==> config.mk <==
export PLATFORM = sky130hd
export DESIGN_NAME = tinygpu_top
export DESIGN_NICKNAME = d
export VERILOG_FILES = /design/src/common/tinygpu_pkg.sv /design/src/design/vga_timing.sv /design/src/design/mem_credit_port.sv /design/src/loader/image_loader.sv /design/src/scanout/line_fetcher.sv /design/src/scanout/pixel_out.sv /design/src/design/tinygpu_top.sv
export VERILOG_INCLUDE_DIRS = /design/src /design/src/common
export SDC_FILE = /design/constraint.sdc
export NUM_CORES = 2
export LEC_CHECK = 0
export BUFFER_PORTS_ARGS = -buffer_cell sky130_fd_sc_hd__buf_2
export CAP_MARGIN = 20
export CORE_MARGIN = 4
export CORE_UTILIZATION = 40
export CTS_CLUSTER_DIAMETER = 50
export CTS_CLUSTER_SIZE = 10
export DETAILED_ROUTE_END_ITERATION = 10
export PLACE_DENSITY = 0.64
export SYNTH_ARGS = -nofsm -noshare
export SYNTH_HDL_FRONTEND = slang
export SYNTH_SLANG_ARGS = --single-unit
==> constraint.sdc <==
create_clock -name clk -period 27.1 [get_ports clk]
set_clock_uncertainty 0.2 [all_clocks]
set_input_delay 5.42 -clock clk [delete_from_list [all_inputs] [get_ports clk]]
set_output_delay 5.42 -clock clk [all_outputs]
set_load 0.02 [all_outputs]
==> src/common/tinygpu_params.svh <==
`ifndef TINYGPU_PARAMS_SVH
`define TINYGPU_PARAMS_SVH

// pixels per line, blanking included
`define H_TOTAL 800
// lines per frame
`define V_TOTAL 525

// hsync low window on x
`define HS_START 656
`define HS_END 752
// vsync low window on y
`define VS_START 490
`define VS_END 492

// visible image in the top left corner
`define IMG_W 320
`define IMG_H 240

// next-line fetch starts here, right after the active pixels
`define FETCH_X 320

// flash holds the two count nibbles, then padding, image from here
`define FLASH_IMG_BASE 4
// front buffer start in ram
`define RAM_FRONT_BASE 0

// requests allowed in flight toward the memory port
`define MEM_CREDITS 8

`endif

==> src/common/tinygpu_pkg.sv <==
`default_nettype none

package tinygpu_pkg;

  // one pixel or one memory data nibble
  typedef logic [3:0] nibble_t;

  // nibble address, flash and ram alike
  typedef logic [23:0] mem_addr_t;

  // screen x or y
  typedef logic [9:0] pix_coord_t;

  typedef enum logic {
    CMD_READ,
    CMD_WRITE
  } mem_cmd_e;

  typedef enum logic {
    DEV_FLASH,
    DEV_RAM
  } mem_dev_e;

  // boot sequence: header, copy, clear, wait for credits
  typedef enum logic [2:0] {
    LD_HDR,
    LD_SIZE,
    LD_COPY,
    LD_CLEAR,
    LD_DRAIN,
    LD_DONE
  } loader_state_e;

  // per-line fetch
  typedef enum logic [1:0] {
    FE_IDLE,
    FE_ISSUE,
    FE_DRAIN
  } fetch_state_e;

endpackage

`default_nettype wire

==> src/design/vga_timing.sv <==
`default_nettype none

`include "tinygpu_params.svh"

module vga_timing (
  input  logic                    clk,
  input  logic                    rst_n,
  output tinygpu_pkg::pix_coord_t o_x,
  output tinygpu_pkg::pix_coord_t o_y,
  output logic                    o_hsync,
  output logic                    o_vsync
);

  import tinygpu_pkg::*;

  pix_coord_t x_next;
  pix_coord_t y_next;

  // next position, y steps only on the x wrap
  always_comb begin
    x_next = o_x + 1'b1;
    y_next = o_y;
    if (o_x == pix_coord_t'(`H_TOTAL - 1)) begin
      x_next = '0;
      if (o_y == pix_coord_t'(`V_TOTAL - 1)) begin
        y_next = '0;
      end else begin
        y_next = o_y + 1'b1;
      end
    end
  end

  // syncs decoded from the next position
  // so they line up with the registered x,y
  always_ff @(posedge clk) begin
    if (!rst_n) begin
      o_x     <= '0;
      o_y     <= '0;
      o_hsync <= 1'b1;
      o_vsync <= 1'b1;
    end else begin
      o_x     <= x_next;
      o_y     <= y_next;
      // active low pulses
      o_hsync <= !((x_next >= pix_coord_t'(`HS_START)) && (x_next < pix_coord_t'(`HS_END)));
      o_vsync <= !((y_next >= pix_coord_t'(`VS_START)) && (y_next < pix_coord_t'(`VS_END)));
    end
  end

endmodule

`default_nettype wire

==> src/design/mem_credit_port.sv <==
`default_nettype none

`include "tinygpu_params.svh"

module mem_credit_port (
  input  logic                   clk,
  input  logic                   rst_n,
  input  logic                   i_boot_done,
  // loader side
  input  logic                   i_ld_req,
  input  tinygpu_pkg::mem_cmd_e  i_ld_cmd,
  input  tinygpu_pkg::mem_dev_e  i_ld_dev,
  input  tinygpu_pkg::mem_addr_t i_ld_addr,
  input  tinygpu_pkg::nibble_t   i_ld_wdata,
  output logic                   o_ld_grant,
  // fetcher side, ram reads only
  input  logic                   i_fe_req,
  input  tinygpu_pkg::mem_addr_t i_fe_addr,
  output logic                   o_fe_grant,
  // external memory port
  input  logic                   i_mem_credit,
  output logic                   o_mem_req,
  output tinygpu_pkg::mem_cmd_e  o_mem_cmd,
  output tinygpu_pkg::mem_dev_e  o_mem_dev,
  output tinygpu_pkg::mem_addr_t o_mem_addr,
  output tinygpu_pkg::nibble_t   o_mem_wdata
);

  import tinygpu_pkg::*;

  // 0..8 credits
  logic [3:0] credits;
  logic       has_credit;
  logic       issue;

  assign has_credit = (credits != 4'd0);

  // loader owns the port during boot, fetcher after
  assign o_ld_grant = !i_boot_done && i_ld_req && has_credit;
  assign o_fe_grant = i_boot_done && i_fe_req && has_credit;
  assign issue      = o_ld_grant || o_fe_grant;

  // request leaves in the grant cycle
  assign o_mem_req   = issue;
  assign o_mem_cmd   = i_boot_done ? CMD_READ : i_ld_cmd;
  assign o_mem_dev   = i_boot_done ? DEV_RAM : i_ld_dev;
  assign o_mem_addr  = i_boot_done ? i_fe_addr : i_ld_addr;
  // fetcher never writes
  assign o_mem_wdata = i_boot_done ? nibble_t'(0) : i_ld_wdata;

  // one credit per request out, one back per retired request
  always_ff @(posedge clk) begin
    if (!rst_n) begin
      credits <= 4'(`MEM_CREDITS);
    end else begin
      credits <= credits - {3'd0, issue} + {3'd0, i_mem_credit};
    end
  end

endmodule

`default_nettype wire

==> src/loader/image_loader.sv <==
`default_nettype none

`include "tinygpu_params.svh"

module image_loader (
  input  logic                   clk,
  input  logic                   rst_n,
  input  logic                   i_grant,
  input  tinygpu_pkg::nibble_t   i_rdata,
  input  logic                   i_rvalid,
  input  logic                   i_credit,
  output logic                   o_req,
  output tinygpu_pkg::mem_cmd_e  o_cmd,
  output tinygpu_pkg::mem_dev_e  o_dev,
  output tinygpu_pkg::mem_addr_t o_addr,
  output tinygpu_pkg::nibble_t   o_wdata,
  output logic                   o_boot_done
);

  import tinygpu_pkg::*;

  loader_state_e state;
  // nibble indices inside the 320x240 image
  logic [16:0]   rd_idx;
  logic [16:0]   wr_idx;
  logic [16:0]   total;
  // header reads sent and returned
  logic [1:0]    hdr_sent;
  logic [1:0]    hdr_got;
  nibble_t       hdr_hi;
  nibble_t       hdr_lo;
  logic [7:0]    raw_count;
  logic [7:0]    line_count;
  // returned flash nibbles waiting for their ram write
  nibble_t       queue [`MEM_CREDITS];
  logic [2:0]    q_wptr;
  logic [2:0]    q_rptr;
  logic [3:0]    q_cnt;
  logic          q_push;
  logic          q_pop;
  // requests granted but not yet retired
  logic [3:0]    out_cnt;
  logic          can_load;
  logic          granted;

  // a new request may be loaded once the current one is gone
  assign can_load   = !o_req || i_grant;
  assign granted    = o_req && i_grant;
  assign q_push     = (state == LD_COPY) && i_rvalid;
  assign q_pop      = (state == LD_COPY) && can_load && (q_cnt != 4'd0);
  // count is two nibbles, high one first, capped at the image height
  assign raw_count  = {hdr_hi, hdr_lo};
  assign line_count = (raw_count > 8'(`IMG_H)) ? 8'(`IMG_H) : raw_count;

  always_ff @(posedge clk) begin
    if (q_push) begin
      queue[q_wptr] <= i_rdata;
    end
    if ((state == LD_HDR) && i_rvalid) begin
      if (hdr_got == 2'd0) begin
        hdr_hi <= i_rdata;
      end else begin
        hdr_lo <= i_rdata;
      end
    end
  end

  always_ff @(posedge clk) begin
    if (!rst_n) begin
      state       <= LD_HDR;
      rd_idx      <= '0;
      wr_idx      <= '0;
      total       <= '0;
      hdr_sent    <= '0;
      hdr_got     <= '0;
      q_wptr      <= '0;
      q_rptr      <= '0;
      q_cnt       <= '0;
      out_cnt     <= '0;
      o_req       <= 1'b0;
      o_cmd       <= CMD_READ;
      o_dev       <= DEV_FLASH;
      o_addr      <= '0;
      o_wdata     <= '0;
      o_boot_done <= 1'b0;
    end else begin
      if (q_push) begin
        q_wptr <= q_wptr + 1'b1;
      end
      if (q_pop) begin
        q_rptr <= q_rptr + 1'b1;
      end
      q_cnt <= q_cnt + {3'd0, q_push} - {3'd0, q_pop};
      // after boot the port and its credits belong to the fetcher
      if (state != LD_DONE) begin
        out_cnt <= out_cnt + {3'd0, granted} - {3'd0, i_credit};
      end

      // request register, held until granted
      if (can_load) begin
        o_req <= 1'b0;
        case (state)
          LD_HDR: begin
            if (hdr_sent != 2'd2) begin
              o_req    <= 1'b1;
              o_cmd    <= CMD_READ;
              o_dev    <= DEV_FLASH;
              o_addr   <= {22'd0, hdr_sent};
              o_wdata  <= '0;
              hdr_sent <= hdr_sent + 1'b1;
            end
          end
          LD_COPY: begin
            // drain queued data first, then top up reads
            if (q_cnt != 4'd0) begin
              o_req   <= 1'b1;
              o_cmd   <= CMD_WRITE;
              o_dev   <= DEV_RAM;
              o_addr  <= mem_addr_t'(`RAM_FRONT_BASE) + {7'd0, wr_idx};
              o_wdata <= queue[q_rptr];
              wr_idx  <= wr_idx + 1'b1;
            end else if ((rd_idx != total) && ((rd_idx - wr_idx) < 17'(`MEM_CREDITS))) begin
              o_req   <= 1'b1;
              o_cmd   <= CMD_READ;
              o_dev   <= DEV_FLASH;
              o_addr  <= mem_addr_t'(`FLASH_IMG_BASE) + {7'd0, rd_idx};
              o_wdata <= '0;
              rd_idx  <= rd_idx + 1'b1;
            end
          end
          LD_CLEAR: begin
            // black for every line past the flash image
            if (wr_idx != 17'(`IMG_W * `IMG_H)) begin
              o_req   <= 1'b1;
              o_cmd   <= CMD_WRITE;
              o_dev   <= DEV_RAM;
              o_addr  <= mem_addr_t'(`RAM_FRONT_BASE) + {7'd0, wr_idx};
              o_wdata <= '0;
              wr_idx  <= wr_idx + 1'b1;
            end
          end
          default: begin
          end
        endcase
      end

      case (state)
        LD_HDR: begin
          if (i_rvalid) begin
            hdr_got <= hdr_got + 1'b1;
          end
          if (hdr_got == 2'd2) begin
            state <= LD_SIZE;
          end
        end
        LD_SIZE: begin
          // lines * 320 as two shifts
          total <= {1'b0, line_count, 8'd0} + {3'd0, line_count, 6'd0};
          state <= LD_COPY;
        end
        LD_COPY: begin
          if (wr_idx == total) begin
            state <= LD_CLEAR;
          end
        end
        LD_CLEAR: begin
          if (wr_idx == 17'(`IMG_W * `IMG_H)) begin
            state <= LD_DRAIN;
          end
        end
        LD_DRAIN: begin
          // last write sent, its credit is the one arriving now
          if (!o_req && (out_cnt == {3'd0, i_credit})) begin
            state       <= LD_DONE;
            o_boot_done <= 1'b1;
          end
        end
        default: begin
        end
      endcase
    end
  end

endmodule

`default_nettype wire

==> src/scanout/line_fetcher.sv <==
`default_nettype none

`include "tinygpu_params.svh"

module line_fetcher (
  input  logic                    clk,
  input  logic                    rst_n,
  input  logic                    i_boot_done,
  input  tinygpu_pkg::pix_coord_t i_x,
  input  tinygpu_pkg::pix_coord_t i_y,
  input  logic                    i_grant,
  input  tinygpu_pkg::nibble_t    i_rdata,
  input  logic                    i_rvalid,
  output logic                    o_req,
  output tinygpu_pkg::mem_addr_t  o_addr,
  output logic                    o_wr_en,
  output logic [8:0]              o_wr_idx,
  output tinygpu_pkg::nibble_t    o_wr_data,
  output logic                    o_wr_half
);

  import tinygpu_pkg::*;

  fetch_state_e state;
  // line to be fetched and its ram start
  pix_coord_t   line;
  mem_addr_t    base;
  logic [8:0]   iss_cnt;
  logic [8:0]   ret_cnt;
  logic         can_load;
  logic         start;
  logic         last_line;

  assign can_load  = !o_req || i_grant;
  assign last_line = (i_y == pix_coord_t'(`V_TOTAL - 1));
  // line 0 is loaded during the last line of the frame
  assign line      = last_line ? pix_coord_t'(0) : i_y + 1'b1;
  // fetch at end of active pixels on lines 0..238 and the last one
  assign start     = i_boot_done && (state == FE_IDLE) &&
                     (i_x == pix_coord_t'(`FETCH_X)) &&
                     ((i_y < pix_coord_t'(`IMG_H - 1)) || last_line);

  // line base and buffer write data
  always_ff @(posedge clk) begin
    if (start) begin
      base <= mem_addr_t'(`RAM_FRONT_BASE) + mem_addr_t'({line, 8'd0}) +
              mem_addr_t'({line, 6'd0});
    end
    o_wr_idx  <= ret_cnt;
    o_wr_data <= i_rdata;
  end

  always_ff @(posedge clk) begin
    if (!rst_n) begin
      state     <= FE_IDLE;
      iss_cnt   <= '0;
      ret_cnt   <= '0;
      o_req     <= 1'b0;
      o_addr    <= '0;
      o_wr_en   <= 1'b0;
      o_wr_half <= 1'b0;
    end else begin
      o_wr_en <= 1'b0;
      // swap halves as each new line begins
      if (i_x == pix_coord_t'(`H_TOTAL - 1)) begin
        o_wr_half <= ~o_wr_half;
      end
      if (can_load) begin
        o_req <= 1'b0;
      end

      case (state)
        FE_IDLE: begin
          if (start) begin
            iss_cnt <= '0;
            ret_cnt <= '0;
            state   <= FE_ISSUE;
          end
        end
        FE_ISSUE: begin
          // one read per grant, in address order
          if (can_load) begin
            o_req   <= 1'b1;
            o_addr  <= base + mem_addr_t'(iss_cnt);
            iss_cnt <= iss_cnt + 1'b1;
            if (iss_cnt == 9'(`IMG_W - 1)) begin
              state <= FE_DRAIN;
            end
          end
        end
        FE_DRAIN: begin
          // wait until every read of the line is back
          if (ret_cnt == 9'(`IMG_W)) begin
            state <= FE_IDLE;
          end
        end
        default: begin
          state <= FE_IDLE;
        end
      endcase

      // returns arrive in order, slot = return count
      if ((state != FE_IDLE) && i_rvalid) begin
        o_wr_en <= 1'b1;
        ret_cnt <= ret_cnt + 1'b1;
      end
    end
  end

endmodule

`default_nettype wire

==> src/scanout/pixel_out.sv <==
`default_nettype none

`include "tinygpu_params.svh"

module pixel_out (
  input  logic                    clk,
  input  logic                    rst_n,
  input  logic                    i_boot_done,
  input  tinygpu_pkg::pix_coord_t i_x,
  input  tinygpu_pkg::pix_coord_t i_y,
  input  logic                    i_wr_en,
  input  logic [8:0]              i_wr_idx,
  input  logic                    i_wr_half,
  input  tinygpu_pkg::nibble_t    i_wr_data,
  output tinygpu_pkg::nibble_t    o_pixel
);

  import tinygpu_pkg::*;

  // two line halves, one filling and one on screen
  nibble_t    line_buf [2][`IMG_W];
  // half holds a complete line
  logic [1:0] half_full;
  logic       wr_half_q;
  logic       rd_half;
  logic       active;

  assign rd_half = ~i_wr_half;
  assign active  = i_boot_done && half_full[rd_half] &&
                   (i_x < pix_coord_t'(`IMG_W)) && (i_y < pix_coord_t'(`IMG_H));
  // black outside the image, or when the line never arrived
  assign o_pixel = active ? line_buf[rd_half][i_x[8:0]] : nibble_t'(0);

  always_ff @(posedge clk) begin
    if (i_wr_en) begin
      line_buf[i_wr_half][i_wr_idx] <= i_wr_data;
    end
  end

  always_ff @(posedge clk) begin
    if (!rst_n) begin
      half_full <= '0;
      wr_half_q <= 1'b0;
    end else begin
      wr_half_q <= i_wr_half;
      // new write target holds a stale line until refilled
      if (i_wr_half != wr_half_q) begin
        half_full[i_wr_half] <= 1'b0;
      end else if (i_wr_en && (i_wr_idx == 9'(`IMG_W - 1))) begin
        half_full[i_wr_half] <= 1'b1;
      end
    end
  end

endmodule

`default_nettype wire

==> src/design/tinygpu_top.sv <==
`default_nettype none

module tinygpu_top (
  input  logic                   clk,
  input  logic                   rst_n,
  // memory responses
  input  tinygpu_pkg::nibble_t   i_mem_rdata,
  input  logic                   i_mem_rvalid,
  input  logic                   i_mem_credit,
  // memory requests
  output logic                   o_mem_req,
  output tinygpu_pkg::mem_cmd_e  o_mem_cmd,
  output tinygpu_pkg::mem_dev_e  o_mem_dev,
  output tinygpu_pkg::mem_addr_t o_mem_addr,
  output tinygpu_pkg::nibble_t   o_mem_wdata,
  // video
  output tinygpu_pkg::nibble_t   o_pixel,
  output logic                   o_hsync,
  output logic                   o_vsync,
  output logic                   o_boot_done
);

  import tinygpu_pkg::*;

  // screen position
  pix_coord_t x;
  pix_coord_t y;

  // loader request
  logic       ld_req;
  mem_cmd_e   ld_cmd;
  mem_dev_e   ld_dev;
  mem_addr_t  ld_addr;
  nibble_t    ld_wdata;
  logic       ld_grant;

  // fetcher request
  logic       fe_req;
  mem_addr_t  fe_addr;
  logic       fe_grant;

  // line buffer write
  logic       wr_en;
  logic [8:0] wr_idx;
  nibble_t    wr_data;
  logic       wr_half;

  vga_timing i_vga_timing (
    .clk     (clk),
    .rst_n   (rst_n),
    .o_x     (x),
    .o_y     (y),
    .o_hsync (o_hsync),
    .o_vsync (o_vsync)
  );

  image_loader i_image_loader (
    .clk         (clk),
    .rst_n       (rst_n),
    .i_grant     (ld_grant),
    .i_rdata     (i_mem_rdata),
    .i_rvalid    (i_mem_rvalid),
    .i_credit    (i_mem_credit),
    .o_req       (ld_req),
    .o_cmd       (ld_cmd),
    .o_dev       (ld_dev),
    .o_addr      (ld_addr),
    .o_wdata     (ld_wdata),
    .o_boot_done (o_boot_done)
  );

  line_fetcher i_line_fetcher (
    .clk         (clk),
    .rst_n       (rst_n),
    .i_boot_done (o_boot_done),
    .i_x         (x),
    .i_y         (y),
    .i_grant     (fe_grant),
    .i_rdata     (i_mem_rdata),
    .i_rvalid    (i_mem_rvalid),
    .o_req       (fe_req),
    .o_addr      (fe_addr),
    .o_wr_en     (wr_en),
    .o_wr_idx    (wr_idx),
    .o_wr_data   (wr_data),
    .o_wr_half   (wr_half)
  );

  pixel_out i_pixel_out (
    .clk         (clk),
    .rst_n       (rst_n),
    .i_boot_done (o_boot_done),
    .i_x         (x),
    .i_y         (y),
    .i_wr_en     (wr_en),
    .i_wr_idx    (wr_idx),
    .i_wr_half   (wr_half),
    .i_wr_data   (wr_data),
    .o_pixel     (o_pixel)
  );

  mem_credit_port i_mem_credit_port (
    .clk          (clk),
    .rst_n        (rst_n),
    .i_boot_done  (o_boot_done),
    .i_ld_req     (ld_req),
    .i_ld_cmd     (ld_cmd),
    .i_ld_dev     (ld_dev),
    .i_ld_addr    (ld_addr),
    .i_ld_wdata   (ld_wdata),
    .o_ld_grant   (ld_grant),
    .i_fe_req     (fe_req),
    .i_fe_addr    (fe_addr),
    .o_fe_grant   (fe_grant),
    .i_mem_credit (i_mem_credit),
    .o_mem_req    (o_mem_req),
    .o_mem_cmd    (o_mem_cmd),
    .o_mem_dev    (o_mem_dev),
    .o_mem_addr   (o_mem_addr),
    .o_mem_wdata  (o_mem_wdata)
  );

endmodule

`default_nettype wire

### Yosys cells after proc, flatten, opt, wreduce, memory -nomap -nowiden

Memory sizes are Yosys's and may differ from the RTL's. A register that Yosys moved wholly into a read port is not among the register bits.
Index checks and enable logic that the tools add are counted.

* register bits: 224
* memory bits (writable): 2592
* input bits: 8
* output and inout port bits: 38
* logic and storage cells: 239
* memories: 2

* add/sub/neg operators: 21
* magnitude comparators: 15
* eq/ne operators: 33
* multiplexer cells: 68
* bitwise gates (word level): 8
* reductions and logical operators: 58

Memories
* i_pixel_out.line_buf: words 2, bits a word 1280, rd ports 1, clocked after Yosys merged registers in 0, wr ports 1, line pixel_out.sv:21 `` nibble_t line_buf [2][`IMG_W]; ``
* i_image_loader.queue: words 8, bits a word 4, rd ports 1, clocked after Yosys merged registers in 1, wr ports 1, line image_loader.sv:35 `` nibble_t queue [`MEM_CREDITS]; ``

Operators by type and width (count)
* 2-to-1 mux 1280 bit: 1
* 2-to-1 mux 24 bit: 5
* case mux 24 bit (3 select lines): 1
* binary-select mux 4 bit (select 9 bit): 1
* demux 4 bit (select 9 bit): 1
* 2-to-1 mux 4 bit: 9
* 2-to-1 mux 9 bit: 4
* adder 17 x 1 -> 17 bit, second input constant: 2
* 2-to-1 mux 17 bit: 2
* case mux 17 bit (2 select lines): 1
* greater-or-equal comparator 10 bit, second input constant: 3
* 2-to-1 mux 10 bit: 3
* == test 9 bit, second input constant: 3
* adder 24 x 9 -> 24 bit: 1
* logical AND 1 bit: 23
* adder 10 x 1 -> 10 bit, second input constant: 2
* == test 10 bit, second input constant: 2
* less-than comparator 10 x 8 -> 1 bit, second input constant: 2
* less-than comparator 10 x 9 -> 1 bit, second input constant: 2
* 2-to-1 mux 1 bit: 20
* NOT 9 -> 10 bit: 2
* adder 18 x 16 -> 19 bit: 1
* adder 3 x 17 -> 18 bit, first input constant: 1
* adder 9 x 1 -> 9 bit, second input constant: 2
* 53 further kinds: 109

### Depth between registers and ports, before layout

* depth after elaboration: 8
* mapped depth: 17
* gate-level depth less buffers: 16

### By module

From an unflattened synthesis, not the netlist that was laid out.

* cell total of the unflattened synthesis: 6682
* area total of the unflattened synthesis: 115518.3 um^2

Modules (own cells, without submodules)
* pixel_out: times used 1, cells each 5157, area an instance 101816.4 um^2, sequential area each 76933.8 um^2
* image_loader: times used 1, cells each 871, area an instance 7910.1 um^2, sequential area each 3083.0 um^2
* line_fetcher: times used 1, cells each 444, area an instance 3931.3 um^2, sequential area each 1511.4 um^2
* vga_timing: times used 1, cells each 147, area an instance 1257.5 um^2, sequential area each 440.4 um^2
* mem_credit_port: times used 1, cells each 63, area an instance 603.1 um^2, sequential area each 80.1 um^2

### Worst setup path after synthesis

No wires, ideal clock.

* kind: reg-to-reg
* start point: register i_line_fetcher.o_wr_data[0]
* end point: memory i_pixel_out.line_buf[0][0] (netlist bit), data pin
* setup time: 1.832 ns
* arrival: 8.057 ns
* data required time: 25.068 ns
* path slack: 17.011 ns
* cell stages (with the launch flop): 1
* path buffers: 0
* clock period less this slack: 10.089 ns
* path through: dfxtp_1

RTL lines
* start: declaration: line line_fetcher.sv:18 `output tinygpu_pkg::nibble_t o_wr_data,`
* start signal: assignment: line line_fetcher.sv:50 `o_wr_data <= i_rdata;`
* end: declaration: line pixel_out.sv:21

Straight into the memory's write port.

### Worst setup path in the final report

* start point: register i_line_fetcher.o_wr_half
* end point: output port o_pixel[3]

* longest elaborated chain between the ends: 6
* elaborated cells on any way between the ends: 11
* classes of those cells: mux: 6; bitwise: 1; reduce/logical: 3; memory: 1

Ends and longest elaborated chain
* start: declaration: line line_fetcher.sv:19 `output logic o_wr_half`
* start signal: assignment: line line_fetcher.sv:66 `o_wr_half <= ~o_wr_half;`
* NOT 1 bit or 2-to-1 mux 1 bit (tied branches): line pixel_out.sv:28, pixel_out.sv:29
* memory read (2 x 1280 bit) or 2-to-1 mux 1 bit (tied branches)
* binary-select mux 4 bit (select 9 bit) or logical AND 1 bit (tied branches): line pixel_out.sv:32, pixel_out.sv:29
* 2-to-1 mux 4 bit (not written as such) or logical AND 1 bit (tied branches) (2 in a row): line pixel_out.sv:32, pixel_out.sv:29
* 2-to-1 mux 4 bit *: line pixel_out.sv:32 `assign o_pixel = active ? line_buf[rd_half][i_x[8:0]] : nibble_t'(0);`
* end: declaration: line tinygpu_top.sv:17 `output tinygpu_pkg::nibble_t o_pixel,`

Every way passes the cells marked *; elsewhere a longest branch is shown, timed or not. The select of a mux whose other input is x is not followed.

==> metrics.txt <==
outcome=finished, final reports clean; clk sinks=2,792; WS Path Type=reg -> out; xor/xnor share of the synthesized area=0.9084%; gpl congestion=roughly 0.83; post-CTS setup buffers=0; input/output buffers=41; max-slew violations=0; main combinational cell family by area after synthesis=multiplexers; Worst R2R Path Depth=4; crit path max fanout=approximately 100; initial DRC count=8,674; clock share of power=44.0%; Mapped Cells=6,521; most common cell in the synthesized netlist=edfxtp_1; post-place setup slack=14,530 ps; CP max-delay cell=dfxtp_4; power share of the combinational group=5.4%; post-synthesis mux area share=between 10% and 20%; Switching Fraction=22.12%; Ys Warns=0; initial core utilization=40.23%; Setup crit start kind=register; Vias=63,120; top cells by area, synth=edfxtp_1 (69%), mux4_2 (12%), dfxtp_1 (3.1%), nor2_1 (2.7%), mux2i_1 (1.9%); worst setup path start=i_line_fetcher.o_wr_half; Synth top area share=68.97%; Tcrit/Tclk final=between 40% and 50%; root buf cell=clkbuf_16; Ports=46; Setup TNS=0 ps; critical path required time=about 21,000 ps; mean number of vias per cell=6.013; total global-route track usage=21.12%; largest net degree at the start of global routing=roughly 220; EDFF count, synth=roughly 2,600; clock-pin transition on the worst setup and hold timing paths=50 ps; placed cells=9,984; Seq. cell area=82,090 um2; Reg power frac=between 50% and 60%; Finished Cell Area=between 100,000 and 150,000 um2; layout cells sized above 1=19.67%; ys async rst share=0%; Rows=between 150 and 200; Least-Margin Pin Slew=1211 ps; Synth Area in Simple Gates=5.631%; setup ws final=13,690 ps; Synth area leader=edfxtp_1; H-tree levels=5; sequential area share after synthesis=between 70% and 80%; type of the tightest min-delay check=reg -> reg; CTS buffer count=345; Total Power=9.422 mW; Setup crit end=o_pixel[3]; Die Y=approximately 540 um; Pint=7.338 mW; fillers=23,740; Cell variety after synth=between 80 and 90; CTS tree=done; wire per inst=30.00 um; area of the multi-input gates=29,520 um2; Finished Layout Cells=10,500; Post-CTS Hold Buffers=0; Cell Chain, Critical Path=buf_12 > buf_4 > buf_4 > buf_4 > mux4_2 > mux4_2 > nand2b_1 > o211ai_1 > a21oi_1 > o41ai_2 > nand2_1 > buf_2; WHS=221.8 ps; Post-Syn Area per Cell=17.45 um2; # nets final=6,670; Peak VDD IR=around 0.054 mV; Worst R2R End=i_pixel_out.line_buf[1][643]; drt total wl=~310 mm; first-pass GRT wire length=453.3 mm; Post-Syn Area=113,800 um2; DR DRC count=0; vias in the first global route=62,550; cell repeated most along the worst path=buf_4; clk_lat worst skew=880 ps; Hold Vio Cnt, Final=0; cell area power density=about 74 nW/um2; RSZ-0062 raised after global routing=no; Synth Area in Adders=0.8204%; max frequency=74.59 MHz; deepest clock path buffer count=4; final setup fails=0; Synth Area in Compound Gates=3.770%; Final min period=13,410 ps; Area Growth Syn to Fin=12.36%; max incr delay on CP=between 900 and 1000 ps; Critical R2R Launch=i_line_fetcher.o_wr_data[3]; grt ovf=0; post-CTS sizing=0; arrival time of the worst setup path=between 7000 and 8000 ps; Synth Register Bits=2,792; DP HPWL=182.2 mm; r2r setup slk=approximately 22,000 ps; Primary FF master, synth=edfxtp_1; Core Util, Final=45.21%; core area=around 280,000 um2; Sw Pwr=about 2.1 mW; Area after DPL=117,900 um2; leak pwr=approximately 39 nW; Post-DRT Antenna Nets=0; initial antenna violation count=14; max-cap viol count=0; commonest cells in the netlist=edfxtp_1 (2,613), nor2_1 (824), mux4_2 (619); Critical Path End Type=primary output; drt pass-1 iters=7; Die ar.=293,000 um2; Worst slew margin=19.26%; Die W=541.3 um
[critical path, delay by kind of cell (launching register included)]
family	cells	cell delay, ps
buf+inv	5	2950
mux	2	1060
compound gates	3	1240
simple gates	2	470
flops	1	940
[power groups by stage]
| stage | Clock, mW | Sequential (mW) | Combinational, mW |
|---|---|---|---|
| after detailed placement | 0 | 4.85 | 0.509 |
| after floorplan | 0 | 4.90 | 0.305 |
| after CTS | 4.19 | 4.76 | 0.510 |
| final | 4.15 | 4.76 | 0.513 |
| after global placement | 0 | 4.85 | 0.497 |
| after global routing | 4.38 | 4.76 | 0.545 |
[sequential cells by signal, summed over array words and instances (netlist names), 9 cells and up, named ones only]
| signal | count |
|---|---|
| i_image_loader.o_addr | 18 |
| i_image_loader.queue | 32 |
| i_image_loader.rd_idx | 17 |
| i_image_loader.total | 11 |
| i_image_loader.wr_idx | 17 |
| i_line_fetcher.base | 13 |
| i_line_fetcher.iss_cnt | 9 |
| i_line_fetcher.o_addr | 20 |
| i_line_fetcher.o_wr_idx | 9 |
| i_line_fetcher.ret_cnt | 9 |
| i_pixel_out.line_buf | 2560 |
| i_vga_timing.o_x | 10 |
| i_vga_timing.o_y | 10 |
[cells in the final DEF, fill, tap and decap left out, types with 21 or more instances in the layout]
cell type  Yosys  layout
xor2_1        40      40
nand2b_1      37      36
nor2b_1       29      25
xnor2_1       78      78
nand2_1      320     286
o22ai_1       39      39
a221oi_1      28      28
dfxtp_1      179     169
nor2_1       824     820
clkbuf_1     272      75
and2_1        28      27
mux2i_1      211     211
clkbuf_16      0     352
clkinv_1       3      21
o221ai_1      30      30
and3_1        23      23
buf_2         56      42
a31oi_1       28      28
nand2_4        0      26
edfxtp_1    2613    2613
nand3_1       85      85
mux2_2        44      44
mux4_2       619     619
a22oi_1       53      53
inv_1         87      86
a211oi_1      44      44
a21oi_1      167     167
o21ai_0      109     109
nor3_1        37      36
buf_4         62     113
ha_1          65      65
nand4_1       34      34
[per-layer routing]
metal | up-vias | global-route usage (%) | wire (um)
li1 | 25850 | - | -
met4 | 0 | 7.481 | 12400
met5 | - | 0 | 0
met2 | 3751 | 32.36 | 144100
met3 | 662 | 4.890 | 34930
met1 | 32860 | 29.71 | 123500
[worst min-delay path by stage]
stage	depth (start not counted)	to	from
2_1_floorplan	0	i_line_fetcher.o_wr_idx[3]	i_line_fetcher.ret_cnt[3]
3_3_place_gp	0	i_line_fetcher.o_wr_idx[1]	i_line_fetcher.ret_cnt[1]
3_5_place_dp	0	i_line_fetcher.o_wr_idx[1]	i_line_fetcher.ret_cnt[1]
4_1_cts	0	i_line_fetcher.o_wr_idx[1]	i_line_fetcher.ret_cnt[1]
5_1_grt	0	i_line_fetcher.o_wr_idx[1]	i_line_fetcher.ret_cnt[1]
6_report	0	i_line_fetcher.o_wr_idx[1]	i_line_fetcher.ret_cnt[1]
[cell type report]
type | instances | area share, %
Sequential cell | 2792 | 64.21
Timing Repair Buffer | 167 | 0.9915
Multi-Input combinational cell | 3195 | 23.09
Tap cell | 3743 | 3.664
Antenna cell | 8 | 0.01566
Inverter | 90 | 0.2721
Clock buffer | 431 | 7.154
Clock inverter | 71 | 0.5971
[cell families after synthesis]
logic type / after synthesis
XOR/XNOR: 118
multiplexers: 874
adder cells (fa/ha/maj): 71
flip-flops: 2792
buffers and inverters: 537
other: 1
AO/OA/AOI/OAI: 639
AND/OR/NAND/NOR: 1489
No activity file was read; power rests on OpenSTA's default activity.
